[src/fm_stereo_config.svh]
`ifndef FM_STEREO_CONFIG_SVH
`define FM_STEREO_CONFIG_SVH

// sample width on every data path
`define FM_DATA_WIDTH 32

// low-pass FIR length and output rate divider
`define FM_TAPS 8
`define FM_DECIM 4

// fifo depths in words
`define FM_IN_DEPTH 16
`define FM_OUT_DEPTH 4

// coefficients are Q10, so drop 10 bits after accumulation
`define FM_QUANT_BITS 10

`endif

[src/fm_stereo_pkg.sv]
`include "fm_stereo_config.svh"

package fm_stereo_pkg;

    // one baseband sample
    typedef logic signed [`FM_DATA_WIDTH-1:0] sample_t;

    // wide enough for a full run of 32x32 products
    typedef logic signed [63:0] acc_t;

    // sequencer states shared by both channels
    typedef enum logic [1:0] {
        FIR_IDLE,
        FIR_LOAD,
        FIR_MAC,
        FIR_EMIT
    } fir_state_t;

    // symmetric low-pass taps, sum is 1024 so dc gain is one in Q10
    localparam logic signed [31:0] FIR_COEFFS [0:`FM_TAPS-1] = '{
        32'sd16, 32'sd64, 32'sd160, 32'sd272,
        32'sd272, 32'sd160, 32'sd64, 32'sd16
    };

endpackage

[src/fir_mac.sv]
`timescale 1ns/1ps
`include "fm_stereo_config.svh"

module fir_mac
    import fm_stereo_pkg::*;
(
    input  logic                        clock,
    input  logic                        rst_n,
    input  logic                        shift,
    input  sample_t                     sample,
    input  logic                        acc_clear,
    input  logic                        acc_en,
    input  logic [$clog2(`FM_TAPS)-1:0] tap_idx,
    output sample_t                     result
);

    // entry k holds the sample popped k pops ago
    sample_t delay [0:`FM_TAPS-1];
    acc_t    acc;
    acc_t    product;

    always_ff @(posedge clock or negedge rst_n) begin
        if (!rst_n) begin
            for (int k = 0; k < `FM_TAPS; k++) begin
                delay[k] <= '0;
            end
        end else if (shift) begin
            delay[0] <= sample;
            for (int k = 1; k < `FM_TAPS; k++) begin
                delay[k] <= delay[k-1];
            end
        end
    end

    // both operands widened first so the product keeps its sign
    assign product = acc_t'(FIR_COEFFS[tap_idx]) * acc_t'(delay[tap_idx]);

    always_ff @(posedge clock) begin
        if (acc_clear) begin
            acc <= '0;
        end else if (acc_en) begin
            acc <= acc + product;
        end
    end

    // back to sample scale, upper bits dropped
    assign result = sample_t'(acc >>> `FM_QUANT_BITS);

endmodule

[src/fir_sequencer.sv]
`timescale 1ns/1ps
`include "fm_stereo_config.svh"

module fir_sequencer
    import fm_stereo_pkg::*;
(
    input  logic clock,
    input  logic rst_n,
    input  logic lpr_empty,
    input  logic lmr_empty,
    input  logic out_full,
    input  logic phase_last,
    input  logic tap_last,
    output logic pop,
    output logic mac_run,
    output logic acc_clear,
    output logic acc_en,
    output logic emit
);

    fir_state_t state;
    fir_state_t state_next;

    always_ff @(posedge clock or negedge rst_n) begin
        if (!rst_n) begin
            state <= FIR_IDLE;
        end else begin
            state <= state_next;
        end
    end

    always_comb begin
        state_next = state;
        case (state)
            FIR_IDLE: state_next = FIR_LOAD;
            FIR_LOAD: begin
                // wait for a full pair, run the filter only every FM_DECIM pops
                if (pop) begin
                    state_next = phase_last ? FIR_MAC : FIR_IDLE;
                end
            end
            FIR_MAC:  if (tap_last) state_next = FIR_EMIT;
            FIR_EMIT: if (!out_full) state_next = FIR_IDLE;
            default:  state_next = FIR_IDLE;
        endcase
    end

    assign pop       = (state == FIR_LOAD) && !lpr_empty && !lmr_empty;
    // clear lands on the same edge as the shift of the newest sample
    assign acc_clear = pop && phase_last;
    assign mac_run   = (state == FIR_MAC);
    assign acc_en    = (state == FIR_MAC);
    assign emit      = (state == FIR_EMIT) && !out_full;

    // both input fifos are written and popped together
    assert property (@(posedge clock) disable iff (!rst_n) lpr_empty == lmr_empty)
        else $error("input fifos out of step");

    // a mac run covers every tap exactly once
    assert property (@(posedge clock) disable iff (!rst_n)
        $rose(mac_run) |-> mac_run [*`FM_TAPS] ##1 !mac_run)
        else $error("mac run length differs from tap count");

endmodule

[src/fir_tap_counter.sv]
`timescale 1ns/1ps
`include "fm_stereo_config.svh"

module fir_tap_counter
    import fm_stereo_pkg::*;
(
    input  logic                       clock,
    input  logic                       rst_n,
    input  logic                       pop,
    input  logic                       mac_run,
    output logic                       phase_last,
    output logic [$clog2(`FM_TAPS)-1:0] tap_idx,
    output logic                       tap_last
);

    logic [$clog2(`FM_DECIM)-1:0] phase;

    always_ff @(posedge clock or negedge rst_n) begin
        if (!rst_n) begin
            phase   <= '0;
            tap_idx <= '0;
        end else begin
            // one phase step per popped input pair
            if (pop) begin
                phase <= (phase == `FM_DECIM - 1) ? '0 : phase + 1'b1;
            end
            // tap index only runs during a mac run
            if (!mac_run || tap_last) begin
                tap_idx <= '0;
            end else begin
                tap_idx <= tap_idx + 1'b1;
            end
        end
    end

    assign phase_last = pop && (phase == `FM_DECIM - 1);
    assign tap_last   = mac_run && (tap_idx == `FM_TAPS - 1);

    // a run only ends once the last tap was reached
    assert property (@(posedge clock) disable iff (!rst_n) $fell(mac_run) |-> $past(tap_last))
        else $error("mac run ended before the last tap");

endmodule

[src/fm_stereo_top.sv]
`timescale 1ns/1ps
`include "fm_stereo_config.svh"

module fm_stereo_top
    import fm_stereo_pkg::*;
(
    input  logic    clock,
    input  logic    rst_n,
    input  sample_t lpr_din,
    input  sample_t lmr_din,
    input  logic    in_wr_en,
    output logic    in_full,
    input  logic    out_rd_en,
    output logic    out_empty,
    output sample_t left_out,
    output sample_t right_out
);

    logic lpr_full, lmr_full, lpr_empty, lmr_empty;
    logic left_full, right_full, left_empty, right_empty;
    logic out_full;
    logic pop, mac_run, acc_clear, acc_en, emit, phase_last, tap_last;
    logic [$clog2(`FM_TAPS)-1:0] tap_idx;
    sample_t lpr_head, lmr_head, lpr_result, lmr_result, left_din, right_din;
    logic out_wr_en;

    assign in_full   = lpr_full | lmr_full;
    assign out_empty = left_empty | right_empty;
    assign out_full  = left_full | right_full;

    // input side, written together by the host
    sample_fifo #(.DEPTH(`FM_IN_DEPTH)) lpr_in_fifo (
        .clock(clock), .rst_n(rst_n), .wr_en(in_wr_en), .din(lpr_din), .full(lpr_full),
        .rd_en(pop), .dout(lpr_head), .empty(lpr_empty)
    );
    sample_fifo #(.DEPTH(`FM_IN_DEPTH)) lmr_in_fifo (
        .clock(clock), .rst_n(rst_n), .wr_en(in_wr_en), .din(lmr_din), .full(lmr_full),
        .rd_en(pop), .dout(lmr_head), .empty(lmr_empty)
    );

    // one control path steers both filters in lockstep
    fir_sequencer sequencer (
        .clock(clock), .rst_n(rst_n), .lpr_empty(lpr_empty), .lmr_empty(lmr_empty),
        .out_full(out_full), .phase_last(phase_last), .tap_last(tap_last), .pop(pop),
        .mac_run(mac_run), .acc_clear(acc_clear), .acc_en(acc_en), .emit(emit)
    );
    fir_tap_counter tap_counter (
        .clock(clock), .rst_n(rst_n), .pop(pop), .mac_run(mac_run),
        .phase_last(phase_last), .tap_idx(tap_idx), .tap_last(tap_last)
    );

    fir_mac lpr_fir (
        .clock(clock), .rst_n(rst_n), .shift(pop), .sample(lpr_head), .acc_clear(acc_clear),
        .acc_en(acc_en), .tap_idx(tap_idx), .result(lpr_result)
    );
    fir_mac lmr_fir (
        .clock(clock), .rst_n(rst_n), .shift(pop), .sample(lmr_head), .acc_clear(acc_clear),
        .acc_en(acc_en), .tap_idx(tap_idx), .result(lmr_result)
    );

    stereo_matrix matrix (
        .clock(clock), .rst_n(rst_n), .emit(emit), .lpr(lpr_result), .lmr(lmr_result),
        .left(left_din), .right(right_din), .wr_en(out_wr_en)
    );

    // output side, drained together by the host
    sample_fifo #(.DEPTH(`FM_OUT_DEPTH)) left_out_fifo (
        .clock(clock), .rst_n(rst_n), .wr_en(out_wr_en), .din(left_din), .full(left_full),
        .rd_en(out_rd_en), .dout(left_out), .empty(left_empty)
    );
    sample_fifo #(.DEPTH(`FM_OUT_DEPTH)) right_out_fifo (
        .clock(clock), .rst_n(rst_n), .wr_en(out_wr_en), .din(right_din), .full(right_full),
        .rd_en(out_rd_en), .dout(right_out), .empty(right_empty)
    );

endmodule

[src/sample_fifo.sv]
`timescale 1ns/1ps
`include "fm_stereo_config.svh"

module sample_fifo #(
    parameter int DEPTH = `FM_IN_DEPTH
) (
    input  logic                      clock,
    input  logic                      rst_n,
    input  logic                      wr_en,
    input  logic [`FM_DATA_WIDTH-1:0] din,
    output logic                      full,
    input  logic                      rd_en,
    output logic [`FM_DATA_WIDTH-1:0] dout,
    output logic                      empty
);

    logic [`FM_DATA_WIDTH-1:0] mem [0:DEPTH-1];
    logic [$clog2(DEPTH)-1:0]  wr_ptr;
    logic [$clog2(DEPTH)-1:0]  rd_ptr;
    logic [$clog2(DEPTH+1)-1:0] count;

    // storage, no reset needed
    always_ff @(posedge clock) begin
        if (wr_en) begin
            mem[wr_ptr] <= din;
        end
    end

    always_ff @(posedge clock or negedge rst_n) begin
        if (!rst_n) begin
            wr_ptr <= '0;
            rd_ptr <= '0;
            count  <= '0;
        end else begin
            if (wr_en) begin
                wr_ptr <= (wr_ptr == DEPTH - 1) ? '0 : wr_ptr + 1'b1;
            end
            if (rd_en) begin
                rd_ptr <= (rd_ptr == DEPTH - 1) ? '0 : rd_ptr + 1'b1;
            end
            case ({wr_en, rd_en})
                2'b10:   count <= count + 1'b1;
                2'b01:   count <= count - 1'b1;
                default: count <= count;
            endcase
        end
    end

    // show-ahead: head entry is always visible
    assign dout  = mem[rd_ptr];
    assign full  = (count == DEPTH);
    assign empty = (count == 0);

    // producer and consumer must respect the flags
    assert property (@(posedge clock) disable iff (!rst_n) !(wr_en && full) && !(rd_en && empty))
        else $error("sample_fifo overflow or underflow");

endmodule

[src/stereo_matrix.sv]
`timescale 1ns/1ps
`include "fm_stereo_config.svh"

module stereo_matrix
    import fm_stereo_pkg::*;
(
    input  logic    clock,
    input  logic    rst_n,
    input  logic    emit,
    input  sample_t lpr,
    input  sample_t lmr,
    output sample_t left,
    output sample_t right,
    output logic    wr_en
);

    // 2L and 2R, wrapping on overflow
    always_ff @(posedge clock) begin
        if (emit) begin
            left  <= lpr + lmr;
            right <= lpr - lmr;
        end
    end

    // write strobe follows emit by one cycle
    always_ff @(posedge clock or negedge rst_n) begin
        if (!rst_n) begin
            wr_en <= 1'b0;
        end else begin
            wr_en <= emit;
        end
    end

endmodule

[config.mk]
export PLATFORM = sky130hd
export DESIGN_NAME = fm_stereo_top
export DESIGN_NICKNAME = d
export VERILOG_FILES = /design/src/fm_stereo_pkg.sv /design/src/fir_mac.sv /design/src/fir_sequencer.sv /design/src/fir_tap_counter.sv /design/src/fm_stereo_top.sv /design/src/sample_fifo.sv /design/src/stereo_matrix.sv
export VERILOG_INCLUDE_DIRS = /design/src
export SDC_FILE = /design/constraint.sdc
export NUM_CORES = 2
export LEC_CHECK = 0
export BUFFER_PORTS_ARGS = -buffer_cell sky130_fd_sc_hd__buf_2
export CORE_AREA = 10 10 541 543
export CTS_BUF_LIST = sky130_fd_sc_hd__clkbuf_8 sky130_fd_sc_hd__clkbuf_16
export CTS_CLUSTER_SIZE = 16
export DETAILED_ROUTE_END_ITERATION = 7
export DIE_AREA = 0 0 551 553
export SLEW_MARGIN = 20
export SYNTH_ARGS = -nofsm -noshare
export SYNTH_HDL_FRONTEND = slang
export SYNTH_SLANG_ARGS = --single-unit
[constraint.sdc]
create_clock -name clock -period 7.05 [get_ports clock]
set_input_delay 0.705 -clock clock [delete_from_list [all_inputs] [get_ports clock]]
set_output_delay 0.705 -clock clock [all_outputs]
set_load 0.005 [all_outputs]
Word-level counts from Yosys, hierarchy flattened
Memory sizes are Yosys's and may differ from the RTL's. A register that Yosys moved wholly into a read port is not among the register bits.
Index checks and enable logic that the tools add are counted.
{"block": "classes", "add_sub_neg": 22, "n_mul": 2, "magnitude_cmp": 1, "n_eq_ne": 24, "n_mux": 31, "bitwise_logic": 4, "n_reduce_logical": 21}
{"op": "$bmux W32 S3", "n": 2}
{"op": "$mux W32", "n": 6}
{"op": "$add A64 B64 Y64", "n": 2}
{"op": "$mul A32 B32 Y64", "n": 2}
{"op": "$add A32 B32 Y32", "n": 1}
{"op": "$sub A32 B32 Y32", "n": 1}
{"op": "$pmux W5 S2", "n": 2}
{"op": "$eq A2 B2 Y1 const B", "n": 9}
{"op": "$mux W2", "n": 9}
{"op": "$add A4 B1 Y4 const B", "n": 4}
{"op": "$eq A4 B4 Y1 const B", "n": 4}
{"op": "$mux W4", "n": 4}
{"op": "$pmux W3 S2", "n": 2}
{"op": "$add A2 B1 Y2 const B", "n": 5}
{"op": "$add A5 B1 Y5 const B", "n": 2}
{"op": "$eq A5 B5 Y1 const B", "n": 2}
{"op": "$logic_not A5 Y1", "n": 2}
{"op": "$sub A5 B1 Y5 const B", "n": 2}
{"op": "$add A3 B1 Y3 const B", "n": 3}
{"op": "$eq A3 B3 Y1 const B", "n": 3}
{"op": "$pmux W2 S4", "n": 1}
{"op": "$eq A2 B1 Y1 const B", "n": 3}
{"op": "$logic_and A1 B1 Y1", "n": 6}
{"op": "$logic_not A1 Y1", "n": 6}
{"op": "12 further kinds", "n": 22}
{"block": "word_totals", "register_bits": 688, "ram_bits": 1280, "rom_bits": 256, "in_bits": 68, "word_cells": 144, "n_memories": 5}
{"memory": "lmr_in_fifo.mem", "words": 16, "width": 32, "rd": 1, "rd_clocked_by_memory_dff": 1, "write_ports": 1, "line": "sample_fifo.sv:17", "text": "logic [`FM_DATA_WIDTH-1:0] mem [0:DEPTH-1];"}
{"memory": "lpr_in_fifo.mem", "words": 16, "width": 32, "rd": 1, "rd_clocked_by_memory_dff": 1, "write_ports": 1, "line": "sample_fifo.sv:17"}
{"memory": "(name not given)", "words": 8, "width": 32, "rd": 1, "rd_clocked_by_memory_dff": 0, "write_ports": 0, "line": "fir_mac.sv:36", "text": "assign product = acc_t'(FIR_COEFFS[tap_idx]) * acc_t'(delay[tap_idx]);"}
{"memory": "left_out_fifo.mem", "words": 4, "width": 32, "rd": 1, "rd_clocked_by_memory_dff": 0, "write_ports": 1, "line": "sample_fifo.sv:17"}
{"memory": "right_out_fifo.mem", "words": 4, "width": 32, "rd": 1, "rd_clocked_by_memory_dff": 0, "write_ports": 1, "line": "sample_fifo.sv:17"}

Depth between registers and ports, before layout
{"block": "depth", "ltp_word": 8, "ltp_mapped": 33, "mapped_depth_nobuf": 29}

Cells and area by module
From an unflattened synthesis, not the netlist that was laid out.
{"block": "hier_totals", "hier_cells": 6395, "hier_area_um2": 98527.0}
{"mod": "sample_fifo at lmr_in_fifo ...", "n_inst": 2, "cells_each": 890, "area_each_um2": 19945.4, "seq_area_each_um2": 15700.1}
{"mod": "fir_mac at lmr_fir", "n_inst": 1, "cells_each": 1794, "area_each_um2": 21301.7, "seq_area_each_um2": 7166.9}
{"mod": "fir_mac at lpr_fir", "n_inst": 1, "cells_each": 1774, "area_each_um2": 21242.9, "seq_area_each_um2": 7166.9}
{"mod": "sample_fifo at left_out_fifo ...", "n_inst": 2, "cells_each": 206, "area_each_um2": 5084.9, "seq_area_each_um2": 4018.9}
{"mod": "stereo_matrix", "n_inst": 1, "cells_each": 602, "area_each_um2": 5537.8, "seq_area_each_um2": 1916.8}
{"mod": "fir_tap_counter", "n_inst": 1, "cells_each": 16, "area_each_um2": 232.7, "seq_area_each_um2": 125.1}
{"mod": "fir_sequencer", "n_inst": 1, "cells_each": 14, "area_each_um2": 132.6, "seq_area_each_um2": 50.0}
{"mod": "fm_stereo_top", "n_inst": 1, "cells_each": 3, "area_each_um2": 18.8, "seq_area_each_um2": 0.0}

Least setup slack after synthesis
Ideal clock, no wire load.
{"block": "synth_timing", "kind": "reg-to-reg", "startpoint": "reg tap_counter.tap_idx[0]", "endpoint": "reg lpr_fir.acc[39]", "setup_time_ps": 121, "t_arrival_ps": 7707, "required_ps": 6929, "setup_slack_ps": -778, "path_stages_with_launch": 32, "cell_sequence": "dfrtp_1 > clkbuf_1 > buf_2 > buf_1 > inv_1 > ha_1 > mux2i_1 > clkbuf_1 > nor2_1 > fa_1 > fa_1 > inv_1 > fa_1 > inv_1 > fa_1 > fa_1 > inv_1 > fa_1 > inv_1 > ha_1 > ha_1 > ha_1 > clkbuf_1 > a21oi_1 > o21bai_1 > a21o_1 > a21o_1 > a21oi_1 > o31ai_4 > a21oi_1 > or4b_1 > nand3_1"}
{"block": "synth_between", "elab_chain_len": 6, "word_cells_on_any_way": 9, "classes_between": "add/sub: 1; mul: 1; mux: 5; bitwise: 1; memory: 1"}
{"element": "from (decl)", "line": "fir_tap_counter.sv:12", "text": "output logic [$clog2(`FM_TAPS)-1:0] tap_idx,"}
{"element": "from (signal assigned)", "line": "fir_tap_counter.sv:31", "text": "tap_idx <= tap_idx + 1'b1;"}
{"element": "$not A3 Y4 (implied by the code) *", "line": "fir_mac.sv:36"}
{"element": "$mem_v2 Z8 W32 or $bmux W32 S3 (tied branches)"}
{"element": "$mux W32 (2 in series)"}
{"element": "$mul A32 B32 Y64 *", "line": "fir_mac.sv:36"}
{"element": "$add A64 B64 Y64 *", "line": "fir_mac.sv:42", "text": "acc <= acc + product;"}
{"element": "to (signal assigned)", "line": "fir_mac.sv:42"}
{"element": "to (decl)", "line": "fir_mac.sv:19", "text": "acc_t acc;"}
Mark *: on every way between the ends. The rest lies on a longest branch, timed or not. The select of a mux whose other input is x is not followed.
A chain may end at the register's enable or synchronous reset.

Final worst setup path
{"block": "layout_timing", "startpoint": "reg tap_counter.tap_idx[0]", "endpoint": "reg lmr_fir.acc[41]"}
{"block": "layout_between", "elab_chain_len": 6, "word_cells_on_any_way": 9, "classes_between": "add/sub: 1; mul: 1; mux: 5; bitwise: 1; memory: 1"}
{"element": "$not A3 Y4 (implied by the code) *", "line": "fir_mac.sv:36"}
{"element": "$mem_v2 Z8 W32 or $bmux W32 S3 (tied branches)"}
{"element": "$mux W32 (implied by the code) (2 in series)", "line": "fir_mac.sv:36"}
{"element": "$mul A32 B32 Y64 *", "line": "fir_mac.sv:36"}
{"element": "$add A64 B64 Y64 *", "line": "fir_mac.sv:42"}
{"element": "to (signal assigned)", "line": "fir_mac.sv:42"}
{"element": "to (decl)", "line": "fir_mac.sv:19"}
Marks and branches as above.

==> metrics.md <==
| Metric | Value |
|---|---|
| Status | `finished, violations left` |
| Failing checks | `negative setup slack` |
| Primary FF master, synth | `edfxtp_1` |
| DP Worst Slack | `-0.2479 ns` |
| Reg2Reg Depth | `27` |
| Worst reg2reg path endpoint | `lmr_fir.acc[41]` |
| Setup TNS | `-0.05341 ns` |
| # setup viols final | `3` |
| Data required, critical path | `slightly below 8 ns` |
| Worst vdd ir | `423.2 uV` |
| EDFF count, synth | `1343` |
| Syn_area_per_cell | `12.77 um2` |
| Final Slew Violations | `0` |
| Initial Utilization | `0.3484` |
| Register area share after synthesis | `0.5694` |
| Final WS setup | `-0.02870 ns` |
| Dpl cells | `11600` |
| Routed vias/inst | `4.965` |
| Synth top area share | `0.4111` |
| Syn_nets | `8567` |
| Peak Freq | `141.3 MHz` |
| Register area | `55900 um2` |
| Final Wtd Congestion | `0.8532` |
| Yosys cell types | `84` |
| H-tree level count | `4` |
| RSZ-0062 raised after global routing | `yes` |
| Largest net degree at the start of global routing | `220` |
| CTS Buffer Depth | `4` |
| Final Hold Fails | `0` |
| Routed Antenna Nets | `0` |
| Drt drc | `0` |
| Mapped Area | `98110 um2` |
| Reg-to-Reg Start | `tap_counter.tap_idx[0]` |
| Synth area leader | `edfxtp_1` |
| Chip width | `around 550 um` |
| Final net count | `9034` |
| Synth-to-layout area growth | `17.99%` |
| Drt first-iter violations | `between 4000 and 5000` |
| Period utilisation layout | `1.004` |
| Router iterations before antenna repair | `6` |
| Crit path DAT | `a little under 8 ns` |
| WL/cell | `19.61 um` |
| IO Count | `134` |
| Worst-path clk slew | `0.07 ns` |
| Startpoint Class | `register` |
| Clock latency on the worst-skew pair | `0.89 ns` |
| Ys Warns | `0` |
| Global-route wire length before repair | `365100 um` |
| Synth area leaders | `edfxtp_1 41%, dfrtp_1 14%, mux4_2 7.3%, ha_1 7.0%, nand2_1 6.7%` |
| CP endpoint kind | `register` |
| Area of the core | `roughly 280000 um2` |
| FP Rows | `between 150 and 200` |
| Final wirelength | `236800 um` |
| Clk_skew | `0.1004 ns` |
| Post-Synthesis Cells | `~7700` |
| Dpl hpwl | `149900 um` |
| Worst Hold Class | `in -> reg` |
| Top post-synthesis cells by count | `1763 x nand2_1, 1343 x edfxtp_1, 562 x inv_1` |
| PD cells | `517.2 nW/um2` |
| Maximum fanout along the worst path | `7` |
| TritonCTS buffer count | `214` |
| Ys async rst share | `0.2830` |
| Hold Slack | `0.1820 ns` |
| Max cap viols | `0` |
| Initial antenna violation count | `between 40 and 50` |
| CTS tree | `done` |
| Share of cells above drive strength 1 | `0.2026` |
| Total power draw | `0.05987 W` |
| Worst Path Class, Setup | `reg -> reg` |
| Crit path to | `lmr_fir.acc[41]` |
| CTS sink cnt | `roughly 2000` |
| FF-to-FF setup slack | `-0.03 ns` |
| LEAKAGE | `around 48 nW` |
| Port Buffers | `133` |
| Global Route Usage Sum | `0.1507` |
| Worst Setup SP | `tap_counter.tap_idx[0]` |
| Final min period | `7.079 ns` |
| Clock root cell | `clkbuf_16` |
| Top-count cell post-synth | `nand2_1` |
| DR vias | `roughly 60000` |
| FF+latch count, synth | `1979` |
| Finished Layout Cells | `12075` |
| Vias in the first global route | `60768` |
| Die H | `approximately 550 um` |
| Area of the multi-input gates | `around 41000 um2` |
| Grt ovf | `0` |
| Worst slew pin tran | `around 1.2 ns` |
| Filler Cell Count | `25929` |
| Relative slew slack | `0.2173` |
| Die ar. | `a little over 300000 um2` |
-- where the power goes --
part	total [W]	switching (W)	internal, W
registers	0.0172	0.00195	0.0152
clock network	0.0113	0.00463	0.00669
logic	0.0314	0.0174	0.0139
total	0.0599	0.0240	0.0359
-- state kept, by name (all words and copies together) (netlist names), 3 cells and up, named ones only --
name	flops
lmr_in_fifo.mem	512
lpr_in_fifo.mem	512
lmr_fir.delay	256
lpr_fir.delay	256
left_out_fifo.mem	128
right_out_fifo.mem	128
lmr_fir.acc	38
lpr_fir.acc	38
matrix.right	32
matrix.left	31
lmr_in_fifo.count	5
lpr_in_fifo.count	5
lmr_in_fifo.rd_ptr	4
lmr_in_fifo.wr_ptr	4
lpr_in_fifo.rd_ptr	4
lpr_in_fifo.wr_ptr	4
left_out_fifo.count	3
right_out_fifo.count	3
tap_counter.tap_idx	3
-- kinds of logic after synthesis --
family,share of synthesized area
mux,0.1095
fa+ha+maj,0.1239
compound gates,0.05025
simple gates,0.09745
buf+inv,0.03707
xor+xnor,0.01241
flops,0.5694
-- critical path, cell delays in order (launching register included) --
cell and delay, ns:
dfrtp_4 0.42, buf_12 0.16, buf_6 0.14, clkbuf_16 0.16, mux4_2 0.53, mux2i_4 0.23
buf_4 0.16, nor2_1 0.04, ha_1 0.30, inv_1 0.08, fa_1 0.44, fa_1 0.54
inv_1 0.05, fa_1 0.50, fa_1 0.45, fa_1 0.58, ha_4 0.23, ha_4 0.27
ha_4 0.20, nand4_1 0.12, nor2_2 0.07, a211o_1 0.36, o41ai_4 0.25, buf_4 0.18
o21ai_4 0.06, xnor2_2 0.15, o211ai_1 0.17, o31ai_1 0.10
-- how the worst min path moves through the flow --
stage                        start  cells past startpoint  slack, ns                endpoint
finish                 lpr_din[20]                      1       0.18  lpr_in_fifo.mem[6][20]
CTS                    lpr_din[20]                      1       0.11  lpr_in_fifo.mem[6][20]
floorplan                    rst_n                      0       0.41               async pin
detailed placement  lmr_fir.acc[7]                      2       0.45          lmr_fir.acc[7]
global route           lpr_din[20]                      1       0.15  lpr_in_fifo.mem[6][20]
global placement    lmr_fir.acc[5]                      2       0.44          lmr_fir.acc[5]
-- final cells by class --
type                    count  share of cell area
well taps                3743             0.04046
flip-flops and latches   1979              0.4829
diodes                      7           0.0001513
clock inverters           153             0.01262
repair buffers            623             0.04293
inverters                 568             0.01848
multi-input cells        4766              0.3534
clock buffers             236             0.04907
-- metal layers --
| layer | wire, um | GRT usage |
|---|---|---|
| met5 | 250 | 0 |
| met4 | 5601 | 0.03700 |
| met3 | 12430 | 0.02499 |
| met2 | 109700 | 0.2400 |
| met1 | 108900 | 0.2149 |
-- per-stage QoR --
step	utilization	area, um2
2_1_floorplan	-	98240
3_3_place_gp	0.3754	105700
3_5_place_dp	0.3754	105700
4_1_cts	0.4040	113800
5_1_grt	0.4111	115700
6_report	0.4111	115800
-- timing repair --
item                       CTS  global route
gates cloned                 2             2
pin swaps                   38           120
setup buffers               27            57
hold buffers                 1             0
setup endpoints to repair   32            45
hold endpoints to repair    70             0
gates resized for setup    106           317
-- cells in the final DEF, fill, tap and decap left out, types with 25 or more instances in the layout --
master | netlist | routed
fa_1 | 262 | 244
clkbuf_16 | 0 | 218
nand2_1 | 1763 | 1750
buf_12 | 0 | 31
bufinv_16 | 0 | 25
nand3_1 | 40 | 35
buf_6 | 0 | 34
mux2i_1 | 322 | 293
xor2_1 | 36 | 35
a21o_1 | 55 | 55
clkinv_2 | 0 | 30
nor2_1 | 389 | 348
clkinv_1 | 4 | 35
o221ai_1 | 129 | 129
dfxtp_1 | 76 | 76
mux4_2 | 320 | 320
or2_2 | 45 | 37
buf_4 | 1 | 417
ha_1 | 552 | 471
buf_2 | 84 | 132
ha_4 | 0 | 73
o21ai_0 | 227 | 194
xnor2_1 | 103 | 98
a21oi_1 | 171 | 134
edfxtp_1 | 1343 | 1343
dfrtp_1 | 560 | 547
nor2_4 | 0 | 28
a21oi_2 | 2 | 33
inv_1 | 562 | 581
o21bai_1 | 32 | 32
(Power assumes the default switching activity.)
